### src/hw/lspPkg.sv
package lspPkg;

	////////////////////////////////////////////////////////////
	// Data widths
	////////////////////////////////////////////////////////////

	typedef logic signed [15:0] word16_t;   // Fixed-point coefficient
	typedef logic signed [31:0] word32_t;   // Memory word and long operands
	typedef logic [11:0] memAddr_t;         // Bank in [11:4], index in [3:0]
	typedef logic [3:0] gapWidth_t;         // Zero-extended before use
	typedef logic [3:0] loopIdx_t;          // Loop index j

	// Sequencer states, one per step of the expansion loop
	typedef enum logic [2:0]
	{
		idle,        // Waiting for start
		loopTest,    // j < lpcOrder check, issue read of buf[j-1]
		readPrev,    // Latch buf[j-1], issue read of buf[j]
		computeTmp,  // Latch buf[j], form tmp
		writePrev,   // buf[j-1] - tmp
		writeNext    // buf[j] + tmp
	} lspState_t;

	////////////////////////////////////////////////////////////
	// Saturation limits
	////////////////////////////////////////////////////////////

	localparam word16_t WORD_MAX = 16'sh7FFF;   // +32767
	localparam word16_t WORD_MIN = 16'sh8000;   // -32768

	////////////////////////////////////////////////////////////
	// Loop constants
	////////////////////////////////////////////////////////////

	localparam loopIdx_t LOOP_FIRST = 4'd1;     // First j of the loop
	localparam word16_t INDEX_STEP = 16'sd1;    // j-1 and j+1
	localparam word16_t TMP_SHIFT = 16'sd1;     // Halving of diff + gap

endpackage

### src/hw/lspExpandFsm.sv
`timescale 1ns/1ps

module lspExpandFsm
	import lspPkg::*;
#(
	parameter int lpcOrder = 10
)
(
	input  logic clk,
	input  logic reset,
	input  logic start,
	input  memAddr_t bufAddr,
	input  gapWidth_t gap,
	input  word32_t readData,
	input  word16_t subResult,
	input  word16_t addResult,
	input  word16_t shrResult,
	input  word32_t lSubResult,
	input  word32_t lAddResult,
	output word16_t subA,
	output word16_t subB,
	output word16_t addA,
	output word16_t addB,
	output word16_t shrValue,
	output word16_t shrAmount,
	output word32_t lSubA,
	output word32_t lSubB,
	output word32_t lAddA,
	output word32_t lAddB,
	output memAddr_t readAddr,
	output memAddr_t writeAddr,
	output word32_t writeData,
	output logic writeEn,
	output logic done
);

	lspState_t state, nextState;
	loopIdx_t j, nextJ;
	logic jInit, jLoad;
	logic loopEnd, nextEnd;   // Set once the incremented j reaches lpcOrder
	logic prevLoad, curLoad, tmpLoad;
	word16_t bufPrev;         // buf[j-1]
	word16_t bufCur;          // buf[j]
	word16_t tmp;
	logic [7:0] bank;

	assign bank = bufAddr[11:4];   // Index bits come from j

	////////////////////////////////////////////////////////////
	// Control registers
	////////////////////////////////////////////////////////////

	always_ff @(posedge clk)
	begin
		if (reset)
		begin
			state <= idle;
			j <= LOOP_FIRST;
			loopEnd <= 1'b0;
		end
		else
		begin
			state <= nextState;
			if (jInit)
			begin
				j <= LOOP_FIRST;
				loopEnd <= 1'b0;
			end
			else if (jLoad)
			begin
				j <= nextJ;
				loopEnd <= nextEnd;
			end
		end
	end

	// Operand latches
	always_ff @(posedge clk)
	begin
		if (prevLoad)
			bufPrev <= readData[15:0];
		if (curLoad)
			bufCur <= readData[15:0];
		if (tmpLoad)
			tmp <= shrResult;
	end

	////////////////////////////////////////////////////////////
	// Next state and datapath steering
	////////////////////////////////////////////////////////////

	always_comb
	begin
		nextState = state;
		nextJ = j;
		nextEnd = loopEnd;
		jInit = 1'b0;
		jLoad = 1'b0;
		prevLoad = 1'b0;
		curLoad = 1'b0;
		tmpLoad = 1'b0;
		subA = '0;   // Idle operands stay at zero
		subB = '0;
		addA = '0;
		addB = '0;
		shrValue = '0;
		shrAmount = '0;
		lSubA = '0;
		lSubB = '0;
		lAddA = '0;
		lAddB = '0;
		readAddr = '0;
		writeAddr = '0;
		writeData = '0;
		writeEn = 1'b0;
		done = 1'b0;

		case (state)
			idle:
			begin
				if (start)
				begin
					jInit = 1'b1;
					nextState = loopTest;
				end
			end
			loopTest:
			begin
				if (loopEnd)
				begin
					done = 1'b1;   // j reached lpcOrder
					nextState = idle;
				end
				else
				begin
					subA = {12'd0, j};   // j-1 through the shared sub
					subB = INDEX_STEP;
					readAddr = {bank, subResult[3:0]};
					nextState = readPrev;
				end
			end
			readPrev:
			begin
				prevLoad = 1'b1;
				readAddr = {bank, j};
				nextState = computeTmp;
			end
			computeTmp:
			begin
				curLoad = 1'b1;
				subA = bufPrev;               // diff = buf[j-1] - buf[j]
				subB = readData[15:0];
				addA = subResult;             // diff + gap
				addB = {12'd0, gap};
				shrValue = addResult;         // Halved
				shrAmount = TMP_SHIFT;
				tmpLoad = 1'b1;
				nextState = writePrev;
			end
			writePrev:
			begin
				if (!tmp[15])   // Zero counts as non-negative
				begin
					subA = bufPrev;
					subB = tmp;
					lSubA = {28'd0, j};   // Address of buf[j-1]
					lSubB = 32'sd1;
					writeAddr = {bank, lSubResult[3:0]};
					writeData = {16'd0, subResult};
					writeEn = 1'b1;
					nextState = writeNext;
				end
				else
				begin
					addA = {12'd0, j};   // Skip both writes, next j
					addB = INDEX_STEP;
					nextJ = addResult[3:0];
					nextEnd = (addResult >= lpcOrder);
					jLoad = 1'b1;
					nextState = loopTest;
				end
			end
			writeNext:
			begin
				addA = bufCur;
				addB = tmp;
				writeAddr = {bank, j};
				writeData = {16'd0, addResult};
				writeEn = 1'b1;
				lAddA = {28'd0, j};   // Increment on the long adder, short one is busy
				lAddB = 32'sd1;
				nextJ = lAddResult[3:0];
				nextEnd = (lAddResult >= lpcOrder);
				jLoad = 1'b1;
				nextState = loopTest;
			end
			default:
				nextState = idle;
		endcase
	end

	////////////////////////////////////////////////////////////
	// Checks
	////////////////////////////////////////////////////////////

	// Memory strobe only from the write states, on buf[j-1] and then on buf[j]
	assert property (@(posedge clk) disable iff (reset)
		writeEn |-> ((state == writePrev) ? (writeAddr[3:0] == j - 4'd1)
			: ((state == writeNext) && (writeAddr[3:0] == j))));

	// Single-cycle done
	assert property (@(posedge clk) disable iff (reset) done |=> !done);

	// Loop body never runs past the last index
	assert property (@(posedge clk) disable iff (reset)
		(state inside {readPrev, computeTmp, writePrev, writeNext}) |-> (j < lpcOrder));

endmodule

### config.mk
export PLATFORM = sky130hd
export DESIGN_NAME = lspExpandFsm
export DESIGN_NICKNAME = d
export VERILOG_FILES = /design/src/hw/lspPkg.sv /design/src/hw/lspExpandFsm.sv
export SDC_FILE = /design/constraint.sdc
export NUM_CORES = 1
export LEC_CHECK = 0
export BUFFER_PORTS_ARGS = -buffer_cell sky130_fd_sc_hd__buf_2
export CAP_MARGIN = 5
export CORE_AREA = 3 3 172 174
export CTS_BUF_LIST = sky130_fd_sc_hd__clkbuf_4
export DETAILED_ROUTE_END_ITERATION = 6
export DIE_AREA = 0 0 175 177
export SYNTH_ARGS = -nofsm -noshare
export SYNTH_HDL_FRONTEND = slang
export SYNTH_SLANG_ARGS = --single-unit
### constraint.sdc
create_clock -name clk -period 3.1 [get_ports clk]
set_input_delay 0.465 -clock clk [delete_from_list [all_inputs] [get_ports clk]]
set_output_delay 0.465 -clock clk [all_outputs]
set_load 0.1 [all_outputs]
==> metrics.cfg <==
[run_status]
status = complete, no violations

[worst_setup_path]
crit_end = writeData[4]
crit_slowest_cell = dfxtp_1
crit_type = flop to output pin
r2r_end = state[2]
reg2reg_from = state[2]
crit_path_start = state[2]
cp_slowest_stage_delay_ns = 0.57
endpoint_kind = output pin
path_max_fanout = 48
critical_path.cell_chain = nand3b_2 -> inv_2 -> buf_12 -> a22o_1 -> buf_2
r2r_setup_slack_ns = 1.31
critPathLaunchType = flop
reg2regPathDepth = 6
cp_data_arrival_time_ns = 2.45
required_ns = 2.63

[cells_and_area]
antennaDiodeCount = 0
finalNetCount = 819
final_common_cell = buf_2
finish.utilization = 0.2021
seqCellArea_um2 = 1602
nFillCells = 3095
final_cell_mix = buf_2 (230), conb_1 (149), and2_1 (57), a22o_1 (53), edfxtp_1 (48)
multiInputGateArea_um2 = 1901
drive_above_1_share = 0.4247
syn2layout_area_growth_pct = 35.20
final_cell_area_um2 = 5647

[sta]
slew_viol_final = 0
tns_ns = 0
fmax_mhz = 343.2
finalCritPeriodShare = 0.9399
relSlewSlack = 0.4943
hold_viol_final = 0
rsz0062_at_grt = no
setup_viol = 0
clock_skew_ns = 0.01512
min_period_ns = 2.914
worst_slack_ns = 0.1862
tightestPinTransition_ns = 0.7557

[clock_tree]
htree_levels = 2
clock_latency_ns = 0.40
clock-sinks = 56
numCtsBuffers = 5
cts_tree = built
cts_resized = 0
clockBufferDepth = 2
cts.clk_slew.worst_paths_ns = 0.19
postCtsSetupBuffers = 0
clock-root-buffer = clkbuf_4
ctsHoldBuffers = 0

[worst_hold_path]
hold_class = input pin to flop
whs_path_depth = 1

[die]
start_util = 0.1495
fp.coreArea_um2 = 27930
num_rows = 61
ios = 445
die_w_um = 175
die_area_um2 = 30980
die_h_um = 177

[power]
comb_power_share = 0.531
p_leak_nw = 2.858
clockPowerShare = 0.135
p_int_mw = 1.083
switching_share = 0.5804
peakVddDrop_v = 0.0001794
power_mw = 2.582
p_per_area_nw_per_um2 = 457.2
p_switching_mw = 1.498
seqPwrFrac = 0.334

[routing]
dr.pass1.iters = 4
wl_um = 14140
drc = 0
drt-initial-drc-count = 98
routedWlPerCell_um = 13.67
via_count = 3565
vias_per_cell = 3.444
antenna_left = 0

[global_route]
antenna_found_initial = 0
overflow = 0
grt_max_degree = 52
grt_pass1_vias = 3356
track_usage = 0.08377
grt_pass1_wl_um = 20150

[placement]
dp_slack_ns = 0.6212
place.gp.congestion = 0.7732
place_area_um2 = 5587
port_buffers = 247
place.detailed.hpwl_um = 11570

[synth]
avgSynthCellArea_um2 = 10.02
syn_area_um2 = 4177
synthArstFlopShare = 0
synth-seq-cells = 56
seq_area_frac_synth = 0.3835
synth.distinct_cells = 37
synth-edff-count = 48
synthCells = 417
synth_flop_cell = edfxtp_1
ys_warn_count = 0

[flow_run]
maxCapViolations = 0

## area by class of cell
cell class                 count  share of cell area
clock buffer                   5            0.006647
inverter                       8            0.005318
tap                          378             0.08376
sequential                    56              0.2836
timing repair buffer         254              0.2801
multi-input combinational    331              0.3366
clock inverter                 3            0.003988
## flip-flops by register name, indices dropped and copies added, names as in the netlist
name / cells
bufPrev: 16
j: 4
loopEnd: 1
tmp: 16
bufCur: 16
state: 3
## layer usage
layer,wire [um],share of wire,track usage
met1,5545,0.39,0.1040
met2,7077,0.50,0.1478
met3,1351,0.096,0.01866
met4,170,0.012,0.01995
met5,0,0,0
## how the worst min path moves through the flow
stage	end	start
after global placement	loopEnd	loopEnd
after floorplan	loopEnd	loopEnd
after global routing	tmp[3]	shrResult[3]
after detailed placement	loopEnd	loopEnd
final	tmp[12]	shrResult[12]
after CTS	tmp[12]	shrResult[12]
## logic make-up after synthesis
kind of cell,after synthesis,synth area share
buffers and inverters,178,0.3029
AND/OR/NAND/NOR,100,0.1474
multiplexers,3,0.007190
other,1,0.0008979
AO/OA/AOI/OAI,79,0.1582
flip-flops,56,0.3835
## critical path, delay by kind of cell (launching register included)
family                 cells  cell delay (ns)
buffers and inverters      3             0.94
DFF                        1             0.57
and+or+nand+nor            1             0.26
AOI/OAI and AO/OA          1             0.24
## cells in the mapped netlist (4+ instances only)
cell type	count	area, um^2
nor4_1	8	50.05
a222oi_1	4	40.04
buf_4	151	1134
nor2b_1	9	56.30
inv_1	6	22.52
dfxtp_1	8	160.2
a21oi_1	4	20.02
nor3_1	4	20.02
edfxtp_1	48	1441
a22o_1	53	464.2
nor2_1	8	30.03
buf_2	6	30.03
a21o_1	4	30.03
and2_1	57	356.6
clkbuf_1	10	37.54
## power groups by stage
stage               Clock (mW)  Sequential, mW  Combinational, mW
global route             0.401           0.865               1.41
floorplan                    0           0.870               1.33
finish                   0.349           0.861               1.37
detailed placement           0           0.878               1.37
CTS                      0.374           0.861               1.37
global placement             0           0.878               1.37
## per-stage QoR
| stage | std cells | hold WS [ns] |
|---|---|---|
| 2_1_floorplan | 565 | 0.4884 |
| 3_3_place_gp | 1027 | 0.5085 |
| 3_5_place_dp | 1027 | 0.5234 |
| 4_1_cts | 1035 | 0.1916 |
| 5_1_grt | 1035 | 0.1712 |
| 6_report | 1035 | 0.2210 |
Note: power is estimated with default switching activity, not from simulation.
