[src/hw/lspPkg.sv]
package lspPkg;

	////////////////////////////////////////////////////////////
	// Data widths
	////////////////////////////////////////////////////////////

	typedef logic signed [15:0] word16_t;   // Fixed-point coefficient
	typedef logic signed [31:0] word32_t;   // Memory word and long operands
	typedef logic [11:0] memAddr_t;         // Bank in [11:4], index in [3:0]
	typedef logic [3:0] gapWidth_t;         // Zero-extended before use
	typedef logic [3:0] loopIdx_t;          // Loop index j

	// Sequencer states, one per step of the expansion loop
	typedef enum logic [2:0]
	{
		idle,        // Waiting for start
		loopTest,    // j < lpcOrder check, issue read of buf[j-1]
		readPrev,    // Latch buf[j-1], issue read of buf[j]
		computeTmp,  // Latch buf[j], form tmp
		writePrev,   // buf[j-1] - tmp
		writeNext    // buf[j] + tmp
	} lspState_t;

	////////////////////////////////////////////////////////////
	// Saturation limits
	////////////////////////////////////////////////////////////

	localparam word16_t WORD_MAX = 16'sh7FFF;   // +32767
	localparam word16_t WORD_MIN = 16'sh8000;   // -32768

	////////////////////////////////////////////////////////////
	// Loop constants
	////////////////////////////////////////////////////////////

	localparam loopIdx_t LOOP_FIRST = 4'd1;     // First j of the loop
	localparam word16_t INDEX_STEP = 16'sd1;    // j-1 and j+1
	localparam word16_t TMP_SHIFT = 16'sd1;     // Halving of diff + gap

endpackage

[src/hw/basicOps.sv]
`timescale 1ns/1ps

module basicOps
	import lspPkg::*;
(
	input  word16_t subA,
	input  word16_t subB,
	output word16_t subResult,
	input  word16_t addA,
	input  word16_t addB,
	output word16_t addResult,
	input  word16_t shrValue,
	input  word16_t shrAmount,
	output word16_t shrResult,
	input  word32_t lSubA,
	input  word32_t lSubB,
	output word32_t lSubResult,
	input  word32_t lAddA,
	input  word32_t lAddB,
	output word32_t lAddResult
);

	localparam word32_t LWORD_MAX = 32'sh7FFF_FFFF;
	localparam word32_t LWORD_MIN = 32'sh8000_0000;

	logic [16:0] subWide, addWide;     // One guard bit for overflow
	logic [32:0] lSubWide, lAddWide;

	////////////////////////////////////////////////////////////
	// 16-bit saturating add and sub
	////////////////////////////////////////////////////////////

	always_comb
	begin
		subWide = {subA[15], subA} - {subB[15], subB};
		if (subWide[16] != subWide[15])   // Guard and sign disagree
			subResult = subWide[16] ? WORD_MIN : WORD_MAX;
		else
			subResult = subWide[15:0];
	end

	always_comb
	begin
		addWide = {addA[15], addA} + {addB[15], addB};
		if (addWide[16] != addWide[15])
			addResult = addWide[16] ? WORD_MIN : WORD_MAX;
		else
			addResult = addWide[15:0];
	end

	// Arithmetic right shift
	always_comb
	begin
		if (shrAmount < 0)
			shrResult = shrValue;                   // Left shifts not used here
		else if (shrAmount >= 16'sd15)
			shrResult = {16{shrValue[15]}};         // Sign fill
		else
			shrResult = shrValue >>> shrAmount[3:0];
	end

	////////////////////////////////////////////////////////////
	// 32-bit saturating add and sub
	////////////////////////////////////////////////////////////

	always_comb
	begin
		lSubWide = {lSubA[31], lSubA} - {lSubB[31], lSubB};
		if (lSubWide[32] != lSubWide[31])
			lSubResult = lSubWide[32] ? LWORD_MIN : LWORD_MAX;
		else
			lSubResult = lSubWide[31:0];
	end

	always_comb
	begin
		lAddWide = {lAddA[31], lAddA} + {lAddB[31], lAddB};
		if (lAddWide[32] != lAddWide[31])
			lAddResult = lAddWide[32] ? LWORD_MIN : LWORD_MAX;
		else
			lAddResult = lAddWide[31:0];
	end

endmodule

[config.mk]
export PLATFORM = sky130hd
export DESIGN_NAME = basicOps
export DESIGN_NICKNAME = d
export VERILOG_FILES = /design/src/hw/lspPkg.sv /design/src/hw/basicOps.sv
export SDC_FILE = /design/constraint.sdc
export NUM_CORES = 1
export LEC_CHECK = 0
export ABC_AREA = 1
export BUFFER_PORTS_ARGS = -buffer_cell sky130_fd_sc_hd__buf_4
export CORE_MARGIN = 3
export CORE_UTILIZATION = 47
export DETAILED_ROUTE_END_ITERATION = 6
export PLACE_DENSITY = 0.91
export SLEW_MARGIN = 15
export SYNTH_ARGS = -nofsm -noshare
export SYNTH_HDL_FRONTEND = slang
export SYNTH_SLANG_ARGS = --single-unit
[constraint.sdc]
create_clock -name vclk -period 2.6
set_input_delay 0.52 -clock vclk [all_inputs]
set_output_delay 0.52 -clock vclk [all_outputs]
set_load 0.02 [all_outputs]
==> results of run 1 <==
==> what timing repair did <==
item | 4_1_cts
gates resized for setup | 315
pin swaps | 75
setup endpoints to repair | 97
setup buffers | 21
cloned | 10
hold endpoints to repair | 0
==> synth_stat cells, types with 11 or more instances <==
| master | number |
|---|---|
| nand2_1 | 617 |
| inv_1 | 222 |
| nor2_1 | 116 |
| a21oi_1 | 97 |
| ha_1 | 96 |
| o21ai_0 | 59 |
| nand3_1 | 57 |
| xor2_1 | 43 |
| nand2_2 | 25 |
| o21ai_2 | 21 |
| o21bai_1 | 20 |
| nand3b_1 | 16 |
| xnor2_1 | 16 |
| buf_6 | 11 |
==> logic make-up after synthesis <==
logic type      after synthesis
buf+inv                     253
xor+xnor                     59
compound gates              232
mux                           6
fa+ha+maj                   100
simple gates                878
==> metrics by stage <==
step	instances	hold slack (ps)	cell area, µm²
after floorplan	1528	1150	9130
after global placement	2364	1320	14100
after detailed placement	2364	1310	14100
after CTS	2393	1320	16000
==> routing by layer <==
| metal | GRT overflow | track usage (%) |
|---|---|---|
| met5 | 1 | 32.8 |
| met4 | 151 | 95.6 |
| met3 | 10 | 70.8 |
| met2 | 385 | 106 |
| met1 | 8 | 75.2 |
==> flow_metrics.env, run 1 <==
export IMPL_port_buffer_count=336
export IMPL_place_ws_ps=-595
export IMPL_syn_avg_cell_area_um2=5.27
export IMPL_synth_xor_area_share_pct=6.42
export IMPL_yosys_warnings=0
export IMPL_gr_usage_all_layers_pct=84.5
export IMPL_grt_pass1_wl_mm=124
export IMPL_synthSimpleGateAreaFrac_pct=46.5
export IMPL_synth_top_family_by_area="simple AND/OR/NAND/NOR gates"
export IMPL_postCtsHoldBufs=0
export IMPL_die_h_um=137
export IMPL_muxShareOfSynthArea_pct=0.747
export IMPL_synth_area_leaders="nand2_1 (29%), ha_1 (15%), inv_1 (10%), a21oi_1 (6.0%), nor2_1 (5.4%)"
export IMPL_dp_hpwl_mm=34.0
export IMPL_synth_top_area_share_pct=28.8
export IMPL_die_w_um=137
export IMPL_synth_adder_area_share_pct=15.9
export IMPL_synth_area_leader_cell="nand2_1"
export IMPL_firstError="[ERROR GRT-0116] Global routing finished with congestion. Check the congestion regions in the DRC Viewer."
export IMPL_gp_congestion=1.02
export IMPL_ios=336
export IMPL_rows=47
export IMPL_syn_inst=1528
export IMPL_grt_overflow=555
export IMPL_synth_compound_area_share_pct=17.3
export IMPL_grt_max_degree=32
export IMPL_synth_area_um2=8050
export IMPL_start_util_pct=48.3
export IMPL_grt_pass1_vias=20000
export IMPL_ys_seq_area_share_pct=0
export IMPL_synthDistinctLibCells=45
export IMPL_outcome="stopped before the end"
export IMPL_syn_nets=1852
export IMPL_haltStage="5_1_grt"
==> run 2: changes to the inputs <==
--- a/config.mk
+++ b/config.mk
@@ -8,9 +8,9 @@
 export ABC_AREA = 1
 export BUFFER_PORTS_ARGS = -buffer_cell sky130_fd_sc_hd__buf_4
 export CORE_MARGIN = 3
-export CORE_UTILIZATION = 47
+export CORE_UTILIZATION = 35
 export DETAILED_ROUTE_END_ITERATION = 6
-export PLACE_DENSITY = 0.91
+export PLACE_DENSITY_LB_ADDON = 0.15
 export SLEW_MARGIN = 15
 export SYNTH_ARGS = -nofsm -noshare
 export SYNTH_HDL_FRONTEND = slang
==> constraint.sdc (replaced) <==
create_clock -name vclk -period 3.4
set_input_delay 0.68 -clock vclk [all_inputs]
set_output_delay 0.68 -clock vclk [all_outputs]
set_load 0.02 [all_outputs]
==> run 2 against run 1 <==
Synthesized area unchanged. The flow now finishes without violations. Synthesized cell count stayed put.
==> flow_metrics.env, run 2 <==
export IMPL_drive_above_1_share_pct=35.2
export IMPL_syn_avg_cell_area_um2=5.27
export IMPL_worstPathArrival_ps=2710
export IMPL_antenna_cells=0
export IMPL_grt_pass1_wl_mm=47.7
export IMPL_synth_area_leader_cell="nand2_1"
export IMPL_dp_hpwl_mm=26.5
export IMPL_antenna_found_initial=0
export IMPL_postCtsHoldBufs=0
export IMPL_crit_type="input pin to output pin"
export IMPL_critPathMaxFanout=6
export IMPL_dieArea_um2=24800
export IMPL_synthDistinctLibCells=45
export IMPL_synth_area_um2=8050
export IMPL_fillCellCount=2297
export IMPL_power_density_nw_per_um2=284
export IMPL_n_clock_buffer=0
export IMPL_place_ws_ps=-55.7
export IMPL_setup_viol=0
export IMPL_rsz0062_at_grt="true"
export IMPL_hold_end="shrResult[15]"
export IMPL_dp_cells=2185
export IMPL_start_kind="input pin"
export IMPL_power_total_mw=3.57
export IMPL_drc=0
export IMPL_dr_pass1_iters=5
export IMPL_layout_nets=2256
export IMPL_grt_pass1_vias=9963
export IMPL_synth_top_area_share_pct=28.8
export IMPL_stdcell_area_um2=12600
export IMPL_rows=54
export IMPL_hold_viol=0
export IMPL_fmax_mhz=295
export IMPL_detail_route_antenna_nets=0
export IMPL_synth_common_cells="nand2_1 (617), inv_1 (222), nor2_1 (116)"
export IMPL_synth_area_leaders="nand2_1 (29%), ha_1 (15%), inv_1 (10%), a21oi_1 (6.0%), nor2_1 (5.4%)"
export IMPL_die_h_um=158
export IMPL_final_common_cell="nand2_1"
export IMPL_regArea_um2=0
export IMPL_syn2layout_area_growth_pct=56.6
export IMPL_placed_area_um2=11300
export IMPL_worst_slew_pin_slew_ps=496
export IMPL_start_util_pct=36.2
export IMPL_fin_cells=2210
export IMPL_gp_congestion=0.931
export IMPL_syn_inst=1528
export IMPL_port_buffer_count=336
export IMPL_multi_input_area_um2=7910
export IMPL_outcome="completed"
export IMPL_p_leak_nw=7.20
export IMPL_cp_end_kind="output pin"
export IMPL_finalMaxSlewViolations=0
export IMPL_post_route_min_period_ps=3390
export IMPL_hold_path_class="input pin to output pin"
export IMPL_ys_seq_area_share_pct=0
export IMPL_drt_total_wl_mm=32.3
export IMPL_grt_overflow=0
export IMPL_hold_path_depth=2
export IMPL_maxCapViolCount=0
export IMPL_min_from="shrValue[15]"
export IMPL_layout_common_cells="nand2_1 (547), buf_4 (373), inv_1 (217)"
export IMPL_ir_drop_mv=0.261
export IMPL_final_setup_tns_ps=0
export IMPL_viasPerCell=4.93
export IMPL_initialDrtViolationCount=604
export IMPL_timing_slew_headroom_pct=66.7
export IMPL_fin_ws_ps=11.1
export IMPL_gr_usage_all_layers_pct=22.6
export IMPL_ios=336
export IMPL_holdWs_ps=1630
export IMPL_coreArea_um2=22200
export IMPL_grt_max_degree=32
export IMPL_timing_final_crit_share_pct=99.7
export IMPL_wl_per_cell_um=14.6
export IMPL_yosysMostFrequentCell="nand2_1"
export IMPL_route_vias_total=10900
export IMPL_yosys_warnings=0
export IMPL_critical_path_required_ps=2720
export IMPL_seq_cells=0
export IMPL_final_util_pct=56.7
export IMPL_die_w_um=158
export IMPL_syn_nets=1852
[run 2: cell counts after synthesis]
No cell type changed its count.
[run 2: report_power, final]
| part | internal [mW] | switching (mW) | total [mW] |
|---|---|---|---|
| Combinational | 1.56 | 2.01 | 3.57 |
| Clock | 0 | 0 | 0 |
| Sequential | 0 | 0 | 0 |
[run 2: metal layers]
layer	part of all wire (%)	wire (µm)	GRT usage [%]	vias to the layer above
met4	1.9	624	2.11	0
met1	43	13700	29.6	4822
met2	49	15900	41.7	382
li1	-	-	-	5639
met5	0	0	0	-
met3	6.3	2030	1.97	58
[run 2: worst max-delay path by stage]
stage	startpoint	end	slack, ps
floorplan	subA[0]	subResult[12]	210
global placement	lAddA[18]	lAddResult[1]	20
detailed placement	lSubA[0]	lSubResult[18]	-60
CTS	lAddA[0]	lAddResult[18]	9
global route	lAddA[23]	lAddResult[1]	-80
finish	lSubA[0]	lSubResult[10]	10
[run 2: cell type report]
class / count / area share, %
multi-input combinational: 1281 / 62.8
inverter: 229 / 6.84
timing repair buffer: 420 / 27.6
tap: 280 / 2.78
[run 2: cell families (layout without fill, tap and decap cells)]
logic type | count (synthesis) | count (layout) | synth area share, %
buffers and inverters | 253 | 649 | 13.1
AND/OR/NAND/NOR | 878 | 884 | 46.5
XOR/XNOR | 59 | 59 | 6.42
adder cells (fa/ha/maj) | 100 | 100 | 15.9
multiplexers | 6 | 6 | 0.747
AO/OA/AOI/OAI | 232 | 232 | 17.3
[run 2: repair_timing]
action | in CTS | in global routing
pin swaps | 0 | 50
resized for setup | 4 | 236
gates cloned | 1 | 13
endpoints found under the setup margin | 22 | 92
buffers inserted | 0 | 11
[run 2: critical path: stages]
cell	delay, ps
buf_6	90
inv_2	50
ha_4	130
inv_4	40
fa_2	400
nand2_2	80
nand2_2	60
nand3_2	80
nand2_2	60
nand2_2	90
nand2_4	60
nand2_4	110
nand3_2	100
nand2_4	170
nand3_4	190
nand2_2	100
nand2_1	60
buf_4	150
Power figures use the tool's default switching activity.
